### src/design/codec_pkg.sv
package codec_pkg;

    //////////////////////////////////////////////////
    // control port framing
    //////////////////////////////////////////////////
    localparam int CMD_BITS  = 32;
    localparam int CCLK_DIV  = 4;
    localparam int LATCH_GAP = 8;
    localparam int CMD_COUNT = 12;

    localparam int CCLK_PHASE_W = $clog2(CCLK_DIV);
    localparam int BIT_CNT_W    = $clog2(CMD_BITS);
    localparam int GAP_CNT_W    = $clog2(LATCH_GAP);
    localparam int CMD_IDX_W    = $clog2(CMD_COUNT);

    // chip address byte: r/w in bit 0, address pins tied low
    typedef struct packed {
        logic [7:0]  chip_addr;
        logic [15:0] reg_addr;
        logic [7:0]  data;
    } codec_fields_t;

    typedef union packed {
        logic [CMD_BITS-1:0] raw;
        codec_fields_t       f;
    } codec_cmd_u;

    // three dummy writes first, clatch toggles put the codec in spi mode
    // then clocks, serial port, dac, playback mixers, hp volume, dsp run
    localparam codec_cmd_u CMD_TABLE [CMD_COUNT] = '{
        32'h00_4000_00, 32'h00_4000_00, 32'h00_4000_00,
        32'h00_4000_01, 32'h00_4015_00, 32'h00_4016_00,
        32'h00_402A_03, 32'h00_401C_21, 32'h00_401E_41,
        32'h00_4023_E7, 32'h00_4024_E7, 32'h00_40F6_01
    };

endpackage

### src/design/audio_pkg.sv
package audio_pkg;

    //////////////////////////////////////////////////
    // sample and frame types
    //////////////////////////////////////////////////
    localparam int SAMPLE_BITS = 24;

    typedef logic signed [SAMPLE_BITS-1:0] audio_sample_t;

    typedef struct packed {
        audio_sample_t left;
        audio_sample_t right;
    } audio_frame_t;

    // one full sine period, about half scale
    localparam int SINE_LEN   = 32;
    localparam int SINE_IDX_W = $clog2(SINE_LEN);

    localparam audio_sample_t SINE_TABLE [SINE_LEN] = '{
         24'sd0,        24'sd818267,   24'sd1605088,  24'sd2330229,
         24'sd2965821,  24'sd3487437,  24'sd3875033,  24'sd4113709,
         24'sd4194303,  24'sd4113709,  24'sd3875033,  24'sd3487437,
         24'sd2965821,  24'sd2330229,  24'sd1605088,  24'sd818267,
         24'sd0,       -24'sd818267,  -24'sd1605088, -24'sd2330229,
        -24'sd2965821, -24'sd3487437, -24'sd3875033, -24'sd4113709,
        -24'sd4194303, -24'sd4113709, -24'sd3875033, -24'sd3487437,
        -24'sd2965821, -24'sd2330229, -24'sd1605088, -24'sd818267
    };

    //////////////////////////////////////////////////
    // i2s timing
    //////////////////////////////////////////////////
    localparam int BCLK_DIV     = 4;
    localparam int SLOT_BITS    = 32;
    localparam int FRAME_CYCLES = BCLK_DIV * 2 * SLOT_BITS;
    localparam int FIFO_DEPTH   = 2;

    localparam int BCLK_PHASE_W = $clog2(BCLK_DIV);
    localparam int SLOT_POS_W   = $clog2(SLOT_BITS);
    localparam int FRAME_POS_W  = SLOT_POS_W + 1;
    localparam int FIFO_PTR_W   = $clog2(FIFO_DEPTH);
    localparam int FIFO_CNT_W   = $clog2(FIFO_DEPTH + 1);

endpackage

### src/design/codec_command_list.sv
`timescale 1ns/1ps

module codec_command_list (
    input  logic                  clk_soc,
    input  logic                  reset,
    input  logic                  ready,
    output codec_pkg::codec_cmd_u cmd,
    output logic                  cmd_valid,
    output logic                  init_done
);
    import codec_pkg::*;

    typedef enum logic [1:0] {
        LIST_START,
        LIST_SEND,
        LIST_DRAIN,
        LIST_DONE
    } list_state_t;

    list_state_t          state;
    logic [CMD_IDX_W-1:0] idx;

    // current table entry goes straight to the master
    assign cmd       = CMD_TABLE[idx];
    assign cmd_valid = (state == LIST_SEND);
    assign init_done = (state == LIST_DONE);

    always_ff @(posedge clk_soc or posedge reset) begin
        if (reset) begin
            state <= LIST_START;
            idx   <= '0;
        end else begin
            case (state)
                LIST_START: begin
                    state <= LIST_SEND;
                end

                // word moves on a cycle with valid and ready
                LIST_SEND: begin
                    if (ready) begin
                        if (idx == CMD_IDX_W'(CMD_COUNT - 1)) begin
                            state <= LIST_DRAIN;
                        end else begin
                            idx <= idx + 1'b1;
                        end
                    end
                end

                // last word still on the wire, wait out its latch gap
                LIST_DRAIN: begin
                    if (ready) begin
                        state <= LIST_DONE;
                    end
                end

                LIST_DONE: begin
                    state <= LIST_DONE;
                end

                default: begin
                    state <= LIST_START;
                end
            endcase
        end
    end

endmodule

### src/design/codec_spi_master.sv
`timescale 1ns/1ps

module codec_spi_master (
    input  logic                  clk_soc,
    input  logic                  reset,
    input  codec_pkg::codec_cmd_u cmd,
    input  logic                  cmd_valid,
    output logic                  ready,
    output logic                  cdata,
    output logic                  cclk,
    output logic                  clatch_n
);
    import codec_pkg::*;

    typedef enum logic [1:0] {
        SPI_IDLE,
        SPI_SHIFT,
        SPI_GAP
    } spi_state_t;

    spi_state_t              state;
    logic [CMD_BITS-1:0]     shift_reg;
    logic [CCLK_PHASE_W-1:0] phase;
    logic [BIT_CNT_W-1:0]    bit_cnt;
    logic [GAP_CNT_W-1:0]    gap_cnt;
    logic                    bit_end;

    assign ready   = (state == SPI_IDLE);
    assign bit_end = (state == SPI_SHIFT) && (phase == CCLK_PHASE_W'(CCLK_DIV - 1));

    //////////////////////////////////////////////////
    // state and pin registers
    //////////////////////////////////////////////////
    always_ff @(posedge clk_soc or posedge reset) begin
        if (reset) begin
            state    <= SPI_IDLE;
            phase    <= '0;
            bit_cnt  <= '0;
            gap_cnt  <= '0;
            clatch_n <= 1'b1;
            cclk     <= 1'b1;
            cdata    <= 1'b0;
        end else begin
            case (state)
                SPI_IDLE: begin
                    if (cmd_valid) begin
                        state    <= SPI_SHIFT;
                        phase    <= '0;
                        bit_cnt  <= '0;
                        clatch_n <= 1'b0;
                        cclk     <= 1'b0;
                        cdata    <= cmd.raw[CMD_BITS-1];
                    end
                end

                // low half then high half of each cclk period
                SPI_SHIFT: begin
                    phase <= phase + 1'b1;
                    if (phase == CCLK_PHASE_W'(CCLK_DIV / 2 - 1)) begin
                        cclk <= 1'b1;
                    end
                    if (bit_end) begin
                        if (bit_cnt == BIT_CNT_W'(CMD_BITS - 1)) begin
                            state    <= SPI_GAP;
                            gap_cnt  <= '0;
                            clatch_n <= 1'b1;
                            cdata    <= 1'b0;
                        end else begin
                            bit_cnt <= bit_cnt + 1'b1;
                            cclk    <= 1'b0;
                            cdata   <= shift_reg[CMD_BITS-2];
                        end
                    end
                end

                SPI_GAP: begin
                    gap_cnt <= gap_cnt + 1'b1;
                    if (gap_cnt == GAP_CNT_W'(LATCH_GAP - 1)) begin
                        state <= SPI_IDLE;
                    end
                end

                default: begin
                    state <= SPI_IDLE;
                end
            endcase
        end
    end

    // msb first, next bit sits in bit CMD_BITS-2
    always_ff @(posedge clk_soc) begin
        if (ready && cmd_valid) begin
            shift_reg <= cmd.raw;
        end else if (bit_end) begin
            shift_reg <= shift_reg << 1;
        end
    end

endmodule

### src/design/sine_generator.sv
`timescale 1ns/1ps

module sine_generator (
    input  logic                     clk_soc,
    input  logic                     reset,
    input  logic                     ready,
    output logic                     valid,
    output audio_pkg::audio_sample_t sample
);
    import audio_pkg::*;

    logic [SINE_IDX_W-1:0] idx;
    logic [SINE_IDX_W-1:0] idx_next;
    logic [SINE_IDX_W-1:0] rd_idx;
    logic                  take;
    logic                  load;

    assign take = valid && ready;

    // wrap at the end of the period
    assign idx_next = (idx == SINE_IDX_W'(SINE_LEN - 1)) ? '0 : idx + 1'b1;

    // before valid, keep entry 0 ready; after a transfer, fetch the next one
    assign load   = !valid || take;
    assign rd_idx = valid ? idx_next : idx;

    //////////////////////////////////////////////////
    // phase index
    //////////////////////////////////////////////////
    always_ff @(posedge clk_soc or posedge reset) begin
        if (reset) begin
            valid <= 1'b0;
            idx   <= '0;
        end else begin
            valid <= 1'b1;
            if (take) begin
                idx <= idx_next;
            end
        end
    end

    // table read, held while the i2s side is full
    always_ff @(posedge clk_soc) begin
        if (load) begin
            sample <= SINE_TABLE[rd_idx];
        end
    end

endmodule

### src/design/i2s_master.sv
`timescale 1ns/1ps

module i2s_master (
    input  logic                    clk_soc,
    input  logic                    reset,
    input  audio_pkg::audio_frame_t frame,
    input  logic                    write_frame,
    output logic                    full,
    output logic                    mclk,
    output logic                    bclk,
    output logic                    lrclk,
    output logic                    sdata
);
    import audio_pkg::*;

    audio_frame_t            fifo_mem [FIFO_DEPTH];
    logic [FIFO_PTR_W-1:0]   wr_ptr;
    logic [FIFO_PTR_W-1:0]   rd_ptr;
    logic [FIFO_CNT_W-1:0]   count;
    logic                    push;
    logic                    pop;

    logic [BCLK_PHASE_W-1:0] div;
    logic                    bclk_fall;
    logic [FRAME_POS_W-1:0]  pos;
    logic [FRAME_POS_W-1:0]  pos_next;
    logic [SLOT_POS_W-1:0]   slot_pos;
    logic                    lr_next;
    audio_frame_t            cur_frame;
    audio_sample_t           slot_sample;
    logic [SLOT_BITS-1:0]    shift_reg;

    assign full      = (count == FIFO_CNT_W'(FIFO_DEPTH));
    assign push      = write_frame && !full;
    assign bclk_fall = (div == BCLK_PHASE_W'(BCLK_DIV - 1));

    // position of the bit that starts at the coming bclk fall
    assign pos_next    = pos + 1'b1;
    assign slot_pos    = pos_next[SLOT_POS_W-1:0];
    assign lr_next     = pos_next[SLOT_POS_W];
    assign pop         = bclk_fall && (pos_next == '0) && (count != '0);
    assign slot_sample = lr_next ? cur_frame.right : cur_frame.left;

    //////////////////////////////////////////////////
    // two-frame buffer
    //////////////////////////////////////////////////
    always_ff @(posedge clk_soc or posedge reset) begin
        if (reset) begin
            wr_ptr <= '0;
            rd_ptr <= '0;
            count  <= '0;
        end else begin
            if (push) begin
                wr_ptr <= wr_ptr + 1'b1;
            end
            if (pop) begin
                rd_ptr <= rd_ptr + 1'b1;
            end
            case ({push, pop})
                2'b10:   count <= count + 1'b1;
                2'b01:   count <= count - 1'b1;
                default: count <= count;
            endcase
        end
    end

    always_ff @(posedge clk_soc) begin
        if (push) begin
            fifo_mem[wr_ptr] <= frame;
        end
    end

    //////////////////////////////////////////////////
    // clocks and serializer
    //////////////////////////////////////////////////
    // pos starts at the last slot bit so the first fall opens a left slot
    always_ff @(posedge clk_soc or posedge reset) begin
        if (reset) begin
            mclk  <= 1'b0;
            div   <= '0;
            bclk  <= 1'b0;
            lrclk <= 1'b0;
            pos   <= '1;
            sdata <= 1'b0;
        end else begin
            mclk <= ~mclk;
            div  <= div + 1'b1;
            if (div == BCLK_PHASE_W'(BCLK_DIV / 2 - 1)) begin
                bclk <= 1'b1;
            end
            if (bclk_fall) begin
                bclk  <= 1'b0;
                pos   <= pos_next;
                lrclk <= lr_next;
                // i2s delay: msb one bclk after the lrclk edge
                if (slot_pos == '0) begin
                    sdata <= 1'b0;
                end else if (slot_pos == SLOT_POS_W'(1)) begin
                    sdata <= slot_sample[SAMPLE_BITS-1];
                end else begin
                    sdata <= shift_reg[SLOT_BITS-1];
                end
            end
        end
    end

    // empty buffer at a left slot start sends silence
    always_ff @(posedge clk_soc) begin
        if (bclk_fall) begin
            if (pos_next == '0) begin
                cur_frame <= (count != '0) ? fifo_mem[rd_ptr] : '0;
            end
            if (slot_pos == SLOT_POS_W'(1)) begin
                shift_reg <= {slot_sample[SAMPLE_BITS-2:0],
                              {(SLOT_BITS - SAMPLE_BITS + 1){1'b0}}};
            end else begin
                shift_reg <= shift_reg << 1;
            end
        end
    end

endmodule

### src/design/codec_standalone_top.sv
`timescale 1ns/1ps

module codec_standalone_top (
    input  logic       clk_soc,
    input  logic       btn_c,
    input  logic       btn_d,
    input  logic       btn_l,
    input  logic       btn_r,
    input  logic       btn_u,
    input  logic [7:0] dip,
    output logic [7:0] led,
    output logic [7:0] debug,
    output logic       ac_mclk,
    output logic       ac_addr0_clatch,
    output logic       ac_addr1_cdata,
    output logic       ac_scl_cclk,
    output logic       ac_dac_sdata,
    output logic       ac_bclk,
    output logic       ac_lrclk
);
    import codec_pkg::*;
    import audio_pkg::*;

    // power-up value holds the board in reset too
    logic [5:0]    rst_cnt = '1;
    logic          reset;

    codec_cmd_u    cmd;
    logic          cmd_valid;
    logic          spi_ready;

    audio_sample_t sample;
    audio_frame_t  frame;
    logic          gen_valid;
    logic          gen_ready;
    logic          audio_full;
    logic          write_frame;

    //////////////////////////////////////////////////
    // reset stretch
    //////////////////////////////////////////////////
    always_ff @(posedge clk_soc or posedge btn_c) begin
        if (btn_c) begin
            rst_cnt <= '1;
        end else if (|rst_cnt) begin
            rst_cnt <= rst_cnt - 1'b1;
        end
    end

    assign reset = |rst_cnt;

    //////////////////////////////////////////////////
    // codec control port
    //////////////////////////////////////////////////
    // init_done is status only, no pin on this board
    codec_command_list u_cmd_list (
        .clk_soc   (clk_soc),
        .reset     (reset),
        .ready     (spi_ready),
        .cmd       (cmd),
        .cmd_valid (cmd_valid),
        .init_done ()
    );

    codec_spi_master u_spi (
        .clk_soc   (clk_soc),
        .reset     (reset),
        .cmd       (cmd),
        .cmd_valid (cmd_valid),
        .ready     (spi_ready),
        .cdata     (ac_addr1_cdata),
        .cclk      (ac_scl_cclk),
        .clatch_n  (ac_addr0_clatch)
    );

    //////////////////////////////////////////////////
    // audio path
    //////////////////////////////////////////////////
    // same sample on both channels
    assign gen_ready   = !audio_full;
    assign write_frame = gen_valid && !audio_full;
    assign frame       = '{left: sample, right: sample};

    sine_generator u_sine (
        .clk_soc (clk_soc),
        .reset   (reset),
        .ready   (gen_ready),
        .valid   (gen_valid),
        .sample  (sample)
    );

    i2s_master u_i2s (
        .clk_soc     (clk_soc),
        .reset       (reset),
        .frame       (frame),
        .write_frame (write_frame),
        .full        (audio_full),
        .mclk        (ac_mclk),
        .bclk        (ac_bclk),
        .lrclk       (ac_lrclk),
        .sdata       (ac_dac_sdata)
    );

    // board glue
    assign led   = dip & {3'b111, btn_c, btn_d, btn_l, btn_r, btn_u};
    assign debug = {reset, ac_mclk, ac_addr0_clatch, ac_addr1_cdata,
                    ac_scl_cclk, ac_dac_sdata, ac_bclk, ac_lrclk};

endmodule

### config.mk
export PLATFORM = sky130hd
export DESIGN_NAME = codec_standalone_top
export DESIGN_NICKNAME = d
export VERILOG_FILES = /design/src/design/codec_pkg.sv /design/src/design/audio_pkg.sv /design/src/design/codec_command_list.sv /design/src/design/codec_spi_master.sv /design/src/design/sine_generator.sv /design/src/design/i2s_master.sv /design/src/design/codec_standalone_top.sv
export SDC_FILE = /design/constraint.sdc
export NUM_CORES = 1
export LEC_CHECK = 0
export BUFFER_PORTS_ARGS = -buffer_cell sky130_fd_sc_hd__buf_4
export CELL_PAD_IN_SITES_DETAIL_PLACEMENT = 1
export CELL_PAD_IN_SITES_GLOBAL_PLACEMENT = 1
export CORE_AREA = 2 2 142 144
export CTS_CLUSTER_SIZE = 30
export DETAILED_ROUTE_END_ITERATION = 10
export DIE_AREA = 0 0 144 146
export GPL_ROUTABILITY_DRIVEN = 0
export HOLD_SLACK_MARGIN = 0.12
export PLACE_DENSITY = 0.9
export SLEW_MARGIN = 10
export SYNTH_ARGS = -nofsm -noshare
export SYNTH_HDL_FRONTEND = slang
export SYNTH_SLANG_ARGS = --single-unit
### constraint.sdc
create_clock -name clk_soc -period 7.45 [get_ports clk_soc]
set_input_delay 0 -clock clk_soc [delete_from_list [all_inputs] [get_ports clk_soc]]
set_output_delay 0 -clock clk_soc [all_outputs]
set_load 0.01 [all_outputs]
# Word level (Yosys, flattened, before mapping)
# Memory sizes are Yosys's and may differ from the RTL's. A register that Yosys moved wholly into a read port is not among the register bits.
# Cells that the tools add are included.
[totals] reg_bits=112 latch_bits=0 mem_bits_rw=96 romBits=1280 output_inout_bits=23 memories=3
[op_classes] add_sub_neg=12 n_mul=0 div_mod_pow=0 magnitude_cmp=1 n_eq_ne=25 n_shift=0 muxes=45 bitwise_logic=5 reduce_logical=30
[memory_table] name="(name not given)" depth=32 width=24 rd=1 rd_ports_with_merged_regs=1 write_ports=0 line="sine_generator.sv:45" rtl="sample <= SINE_TABLE[rd_idx];"
[memory_table] name="(name not given)" depth=16 width=32 rd=1 rd_ports_with_merged_regs=0 write_ports=0 line="codec_command_list.sv:24" rtl="assign cmd = CMD_TABLE[idx];"
[memory_table] name="u_i2s.fifo_mem" depth=2 width=48 rd=1 rd_ports_with_merged_regs=1 write_ports=1 line="i2s_master.sv:16" rtl="audio_frame_t fifo_mem [FIFO_DEPTH];"
[ops] cell="$mux W32" count=3
[ops] cell="$mux W31" count=2
[ops] cell="$mux W5" count=5
[ops] cell="$mux W24" count=1
[ops] cell="$mux W2" count=8
[ops] cell="$mux W1" count=15
[ops] cell="$eq A2 B2 Y1 const B" count=7
[ops] cell="$reduce_and A3 Y1" count=4
[ops] cell="$reduce_and A4 Y1" count=3
[ops] cell="$reduce_bool A2 Y1" count=6
[ops] cell="$add A5 B1 Y5 const B" count=2
[ops] cell="$eq A2 B1 Y1 const B" count=5
[ops] cell="$eq A5 B5 Y1 const B" count=2
[ops] cell="$pmux W5 S2" count=1
[ops] cell="$and A8 B8 Y8" count=1
[ops] cell="$ne A2 B1 Y1 const B" count=4
[ops] cell="$ne A2 B2 Y1 const B" count=4
[ops] cell="$pmux W2 S2" count=2
[ops] cell="$pmux W2 S4" count=1
[ops] cell="$add A2 B1 Y2 const B" count=3
[ops] cell="$add A6 B1 Y6 const B" count=1
[ops] cell="$logic_and A1 B1 Y1" count=6
[ops] cell="$logic_not A6 Y1" count=1
[ops] cell="$mux W3" count=2
[ops] cell="other kinds (21)" count=29

# Depth between registers and ports, before layout
# Gate-level depths: netlist (run 1).
[depth] ltp_word=6 mapped_depth=17 depth_no_buf=13

# Cells and area by module
# From an unflattened synthesis (run 1), not the netlist that was laid out.
[hier_totals] hier_cells=1024 hier_area_um2=12823.5
[modules_own_cells] module="i2s_master" instances=1 cells_per_inst=427 area_per_inst_um2=7041.8 seq_area_each_um2=5422.7
[modules_own_cells] module="sine_generator" instances=1 cells_per_inst=267 area_per_inst_um2=2541.2 seq_area_each_um2=840.8
[modules_own_cells] module="codec_spi_master" instances=1 cells_per_inst=209 area_per_inst_um2=2168.3 seq_area_each_um2=1308.8
[modules_own_cells] module="codec_command_list" instances=1 cells_per_inst=75 area_per_inst_um2=629.4 seq_area_each_um2=150.1
[modules_own_cells] module="codec_standalone_top" instances=1 cells_per_inst=46 area_per_inst_um2=442.9 seq_area_each_um2=157.7

# Worst setup path before layout (run 1)
# Ideal clock, no wire load.
[synth_path] kind="flip-flop to flip-flop" startpoint="register rst_cnt[0]" endpoint="register rst_cnt[1]" arrival_time_ns=6.012 t_required_ns=7.363 slack_ns=1.351 path_stages_with_launch=7 n_path_buf=0 period_less_slack_ns=6.099 path_cell_list="dfstp_2 > inv_1 > ha_1 > nand2b_1 > nor4_1 > inv_1 > a21oi_1"
[synth_via] elab_chain_len=1 elab_cells_between_ends=2 classes_between="add/sub (1); reduce/logical (1)"
[synth_rtl] item="start: declaration" line="codec_standalone_top.sv:25" rtl="logic [5:0] rst_cnt = '1;"
[synth_rtl] item="start signal: assignment" line="codec_standalone_top.sv:46" rtl="rst_cnt <= rst_cnt - 1'b1;"
[synth_rtl] item="$reduce_or A6 Y1"
[synth_rtl] item="named net reset" line="codec_standalone_top.sv:26" rtl="logic reset;"
# The timed path passes the listed nets, and every way through them passes these cells.
# A chain may end at the register's enable or synchronous reset.

# Worst setup path in the final report (run 1)
[layout_path] startpoint="register u_sine.idx[0]" endpoint="register u_sine.sample[12], data pin"
[layout_via] elab_chain_len=4 elab_cells_between_ends=5 classes_between="add/sub (1); eq/ne (1); mux (2); bitwise (1)"
[layout_rtl] item="start: declaration" line="sine_generator.sv:12" rtl="logic [SINE_IDX_W-1:0] idx;"
[layout_rtl] item="start signal: assignment" line="sine_generator.sv:37" rtl="idx <= idx_next;"
[layout_rtl] item="$add A5 B1 Y5 / $eq A5 B5 Y1 (equally long branches)" line="sine_generator.sv:21" rtl="assign idx_next = (idx == SINE_IDX_W'(SINE_LEN - 1)) ? '0 : idx + 1'b1;"
[layout_rtl] item="$mux W5" line="sine_generator.sv:21"
[layout_rtl] item="$mux W5 (*)" line="sine_generator.sv:25" rtl="assign rd_idx = valid ? idx_next : idx;"
[layout_rtl] item="$not A5 Y6 (not written as such) (*)" line="sine_generator.sv:45"
[layout_rtl] item="end: declaration" line="sine_generator.sv:8" rtl="output audio_pkg::audio_sample_t sample"
# Every way passes the cells marked *; elsewhere a longest branch is shown, timed or not.

==> results.ini, run 1 <==
[status]
outcome=finished, final reports clean

[worst_setup_path]
worstPathRequired_ns=7.73
rr_endpoint=u_sine.sample[12]
reg2reg_slack_ns=2.17
rr_worst_depth=13
slowest_stage=ha_1
worstPathBufferInverterCount=1
crit_path_end_kind=register
cp_top_family=adder cells
worstPathArrival_ns=5.56
worstSetupPathType=reg -> reg
r2r-start=u_sine.idx[0]
start_kind=register
max_stage_delay_ns=0.81
setup.worst_path.start=u_sine.idx[0]
crit_top_cell=ha_1
crit_path_max_fanout=27
path_cells=ha_1 > and3_1 > ha_1 > nand2b_1 > nor2_1 > a21oi_2 > ha_1 > inv_2 > o21ai_0 > a21oi_1 > or4_1 > a221o_1 > o211ai_1

[clock_network]
tritoncts=done
cts_resized=0
clock-root-buffer=clkbuf_16
clock_sinks=195
cts_buffers=17
clk_latency_ns=0.44
cts_buffer_depth=2
clk_pin_slew_ns=0.07
h-tree-depth=4

[sta]
fin_crit_sh_pct=70.8
rsz0062_at_grt=no
worst_slack_ns=2.17
drv_slew=0
whs_ns=0.272
min_period_ns=5.28
worst_slew_pin_slew_ns=1.13
skew_ns=0.0105
fin_tns_setup_ns=0
fmax_mhz=189
slew-limit-headroom_pct=24.4
timing.final.hold_violations=0
finalSetupViolCount=0

[pwr]
vdd_drop_max_v=0.000140
swShare_pct=22.1
combinationalPowerShare_pct=2.0
clock_power_share_pct=41.5
power.internal_w=0.00162
power.share.sequential_pct=56.5
p_sw_w=0.000458
p_per_area_nw_per_um2=194
leakage_nw=3.98

[floorplanning]
dieWidth_um=144
die_h_um=146
pin_count=37
dieArea_um2=21000
fp-row-count=51
core_um2=19300
initial_core_util_pct=50.6

[layout]
synthToLayoutAreaGrowth_pct=9.37
fillers=2019
regArea_um2=5630
drive_gt1_share_pct=13.4
diodes=0
nets=905
largest_reg_flops=46
design_area_um2=10700
final_cell_mix=edfxtp_1 (146), nor2_1 (85), nand2_1 (64), a21oi_1 (50), buf_4 (41)
layout_commonest_cell=edfxtp_1
multi_input_area_um2=3700

[logic_synthesis]
synth_nets=908
syn_area_um2=9780
ys_warn_count=0
ys_seq_elements=195
ys_async_sr_fraction_pct=25.1
yosysUniqueCellTypes=67
synth_edf_count=146
ys_seq_area_share_pct=57.6
synth.avg_cell_area_um2=11.4
syn_inst=856
ys.flop_type=edfxtp_1

[place]
dpl_cell_area_um2=10100
pre_cts_ws_ns=2.27
numPortBuffers=30
dp_hpwl_um=14600

[drt]
vias=6615
drc=0
firstDrtPassIters=5
vias_per_cell=5.85
wl_um=22100
wl_per_cell_um=19.5
drt_iter0_drc=574
ant_nets=0

[global_route]
grt_max_degree=48
antenna_found_initial=0
grt_pass1_vias=6941
overflow=0
grt_pass1_wl_um=35900
grt_use_total_pct=21.8

[job]
cap_violations=0

[worst_hold_path]
hp-class=in -> async

==> cells by family after synthesis <==
group / synth area share (%)
compound gates: 12.7
xor+xnor: 1.61
fa+ha+maj: 4.86
buf+inv: 4.94
flops: 57.6
mux: 6.00
other cells: 0.0384
simple gates: 12.3
==> synthesized netlist by cell type, types with 13 or more instances <==
cell type | n | area share (%)
edfxtp_1 | 146 | 45
nor2_1 | 87 | 3.3
nand2_1 | 64 | 2.5
a21oi_1 | 50 | 2.6
o21ai_0 | 40 | 2.0
ha_1 | 38 | 4.9
clkbuf_1 | 36 | 1.4
dfrtp_1 | 35 | 9.0
inv_1 | 31 | 1.2
mux2i_1 | 28 | 2.9
and2_1 | 22 | 1.4
mux2_1 | 21 | 2.4
a31oi_1 | 15 | 0.96
buf_4 | 15 | 1.2
o21ai_1 | 15 | 0.77
dfstp_2 | 14 | 3.8
nor3_1 | 14 | 0.72
nand2b_1 | 13 | 0.83
==> final cells by class <==
class,instances,area share (%)
clock inverters,15,1.13
clock buffers,17,3.98
inverters,37,1.30
flip-flops and latches,195,52.6
multi-input cells,557,34.6
repair buffers,45,3.25
well taps,265,3.10
==> power groups by stage <==
stage	Sequential, W	Combinational (W)	Clock [W]
final	0.00117	0.0000421	0.000863
after global routing	0.00117	0.0000460	0.000920
after CTS	0.00117	0.0000418	0.000878
after detailed placement	0.00120	0.0000393	0
after global placement	0.00120	0.0000377	0
after floorplan	0.00119	0.0000287	0
==> routing by layer <==
| layer | vias up | track usage (%) | wire [um] | share of wire (%) |
|---|---|---|---|---|
| met5 | - | 0 | 0 | 0 |
| met2 | 197 | 37.6 | 11400 | 52 |
| li1 | 3080 | - | - | - |
| met1 | 3282 | 26.5 | 9090 | 41 |
| met3 | 56 | 4.11 | 939 | 4.2 |
| met4 | 0 | 9.02 | 616 | 2.8 |
==> worst min-delay path, delay by kind of cell <==
family                 cells  cell delay (ns)
buffers and inverters      3             0.86
==> per-stage QoR <==
step	total power [W]	instances	util (%)
6_report	0.00208	1131	55.3
5_1_grt	0.00214	1131	55.3
4_1_cts	0.00209	1131	55.3
3_5_place_dp	0.00124	1095	52.2
3_3_place_gp	0.00123	1095	52.2
2_1_floorplan	0.00122	856	-
==> repair_timing <==
item | 4_1_cts | 5_1_grt
buffers inserted | 0 | 0
hold buffers | 4 | 0
endpoints found under the hold margin | 9 | 0
==> worst max path at each step <==
stage,endpoint,slack [ns],cells after the start
after floorplan,u_cmd_list.idx[0],0.70,4
after global placement,u_sine.sample[12],2.45,13
after detailed placement,u_sine.sample[12],2.27,13
after CTS,u_sine.sample[12],2.24,13
after global routing,u_sine.sample[12],1.86,13
final,u_sine.sample[12],2.17,13
Power figures use the tool's default switching activity.
==> inputs of run 2 (changes only) <==
- CORE_AREA: 2 2 142 144 -> 2 2 149 151
- DIE_AREA: 0 0 144 146 -> 0 0 151 153
- PLACE_DENSITY: 0.9 -> 0.86
- clock period: 7.45 -> 4.27 ns (I/O delays scaled with it)
==> run 2 against run 1 <==
Against the previous run:
- cell count grew 2.3%
- first-iteration DRC count shrank 14%
- worst hold slack gained 0.020 ns
- combinational power grew 85%
- non-clock buffer count grew 11
- utilization shrank 4.9 points
- critical endpoint unchanged
- largest power group unchanged
==> results.ini, run 2 (synthesis gave the netlist of run 1 again) <==
[worst_setup_path]
cp_top_family=adder cells
worstSetupPathType=reg -> reg
worstPathRequired_ns=4.55  ; -3.18 ns
crit_top_cell=ha_1
crit_path_max_fanout=17  ; -37%
max_stage_delay_ns=0.66  ; -0.15 ns
crit_path_end_kind=register
start_kind=register
slowest_stage=ha_1
path_cells=ha_1 > and3_1 > ha_1 > nand2b_1 > nor2_1 > a21oi_2 > ha_1 > inv_2 > o21ai_0 > a21oi_1 > or4_1 > a221o_1 > o211ai_1
worstPathBufferInverterCount=1  ; unchanged
worstPathArrival_ns=4.04  ; -1.52 ns

[clock_network]
h-tree-depth=4  ; unchanged
clk_pin_slew_ns=0.08  ; about the same
cts_buffers=17  ; unchanged
clock-root-buffer=clkbuf_16
postCtsSetupBuffers=0  ; unchanged
clk_latency_ns=0.44  ; about the same
tritoncts=done
cts_buffer_depth=2  ; unchanged
clock_sinks=195  ; unchanged

[place]
dp_hpwl_um=15500  ; +5.9%
numPortBuffers=30  ; unchanged
dp.cells=1121  ; +2.4%

[status]
outcome=finished, final reports clean

[sta]
fmax_mhz=266  ; +40%
timing.final.hold_violations=0  ; unchanged
finalSetupViolCount=0  ; unchanged
min_period_ns=3.76  ; -1.52 ns
worst_slew_pin_slew_ns=1.13  ; -0.00771 ns
slew-limit-headroom_pct=24.9  ; +0.51 points
drv_slew=0  ; unchanged
fin_crit_sh_pct=88.1  ; +17 points
whs_ns=0.291  ; +0.0198 ns
skew_ns=0.0162  ; +0.00568 ns
fin_tns_setup_ns=0  ; unchanged
rsz0062_at_grt=no

[layout]
nets=916  ; +1.2%
drive_gt1_share_pct=14.4  ; +0.97 points
diodes=0  ; unchanged
largest_reg_flops=46  ; unchanged
fillers=2297  ; +14%
final_cell_mix=edfxtp_1 (146), nor2_1 (85), nand2_1 (64), buf_4 (52), a21oi_1 (50)
final_cells=1157  ; +2.3%
layout_commonest_cell=edfxtp_1
synthToLayoutAreaGrowth_pct=10.9

[floorplanning]
initial_core_util_pct=45.5  ; -5.1 points
die_h_um=153  ; +4.8%
dieWidth_um=151  ; +4.9%
dieArea_um2=23100  ; +9.9%
core_um2=21500  ; +11%
fp-row-count=54  ; +5.9%
pin_count=37  ; unchanged

[drt]
vias=6667  ; +0.79%
wl_um=22900  ; +3.6%
vias_per_cell=5.76  ; -1.5%
top_layer=met4
ant_nets=0  ; unchanged
drc=0  ; unchanged
wl_per_cell_um=19.8  ; +1.2%
firstDrtPassIters=5  ; unchanged
wl_met3_um=871  ; -7.2%
drt_iter0_drc=493  ; -14%
route.met2.wl_um=11500  ; +0.79%
m1WireLength_um=9870  ; +8.5%

[global_route]
grt_pass1_vias=7074  ; +1.9%
overflow=0  ; unchanged
grt_max_degree=47  ; -2.1%
grt_use_total_pct=20.6  ; -1.2 points
grt_pass1_wl_um=37400  ; +4.3%
antenna_found_initial=0  ; unchanged

[pwr]
p_per_area_nw_per_um2=341  ; +76%
vdd_drop_max_v=0.000234  ; +67%
leakage_nw=4.07  ; +2.2%

[worst_hold_path]
hp-class=in -> out

[job]
cap_violations=0  ; unchanged

[run 2: final timing paths]
| path | start | end | slack, ns | cells after the start |
|---|---|---|---|---|
| setup / recovery | u_sine.idx[0] | u_sine.sample[12] | 0.51 | 13 |
| hold / removal | btn_u | led[0] | 0.29 | 3 |
| setup reg to reg | u_sine.idx[0] | u_sine.sample[12] | 0.51 | 13 |
| hold reg to reg | u_sine.sample[10] | u_i2s.fifo_mem[0][34] | 0.45 | 0 |
| max in group asynchronous | rst_cnt[1] | u_cmd_list.idx[1] | 2.81 | 5 |
| min in group asynchronous | btn_c | rst_cnt[2] | 0.31 | 3 |
[run 2: cell type report]
| type | count | area (um^2) | area share, % |
|---|---|---|---|
| Tap cell | 280 | 350 | 3.23 |
| Clock buffer | 18 | 429 | 3.96 |
| Timing Repair Buffer | 56 | 430 | 3.97 |
| Inverter | 37 | 139 | 1.28 |
| Multi-Input combinational cell | 557 | 3710 | 34.2 |
| Sequential cell | 195 | 5630 | 51.9 |
| Clock inverter | 14 | 155 | 1.43 |
[run 2: per-stage QoR]
stage	instance area, um^2	utilization, %	setup slack [ns]	power, W
after global routing	10800	50.4	0.220	0.00380
after global placement	10200	47.5	0.643	0.00215
final	10800	50.4	0.509	0.00370
after detailed placement	10200	47.5	0.568	0.00216
after CTS	10800	50.4	0.556	0.00372
after floorplan	9780	-	0.195	0.00213
[run 2: report_power, final]
part           switching (W)  internal (W)
sequential        0.00000776       0.00204
combinational      0.0000468     0.0000311
clock               0.000788      0.000788
total               0.000842       0.00286
[run 2: per-layer routing]
| layer | global-route usage, % | up-vias |
|---|---|---|
| met5 | 0 | - |
| met2 | 34.8 | 177 |
| met1 | 26.2 | 3315 |
| li1 | - | 3124 |
| met4 | 8.14 | 0 |
| met3 | 3.61 | 51 |
[run 2: repair_timing]
item                                   in CTS  in global routing
endpoints found under the hold margin       9                  0
resized for setup                           0                  0
hold buffers                                4                  0
[run 2: tightest hold or removal path, cell delays in order]
cell and delay, ns:
buf_4 0.07, and2_1 0.11, buf_4 0.11
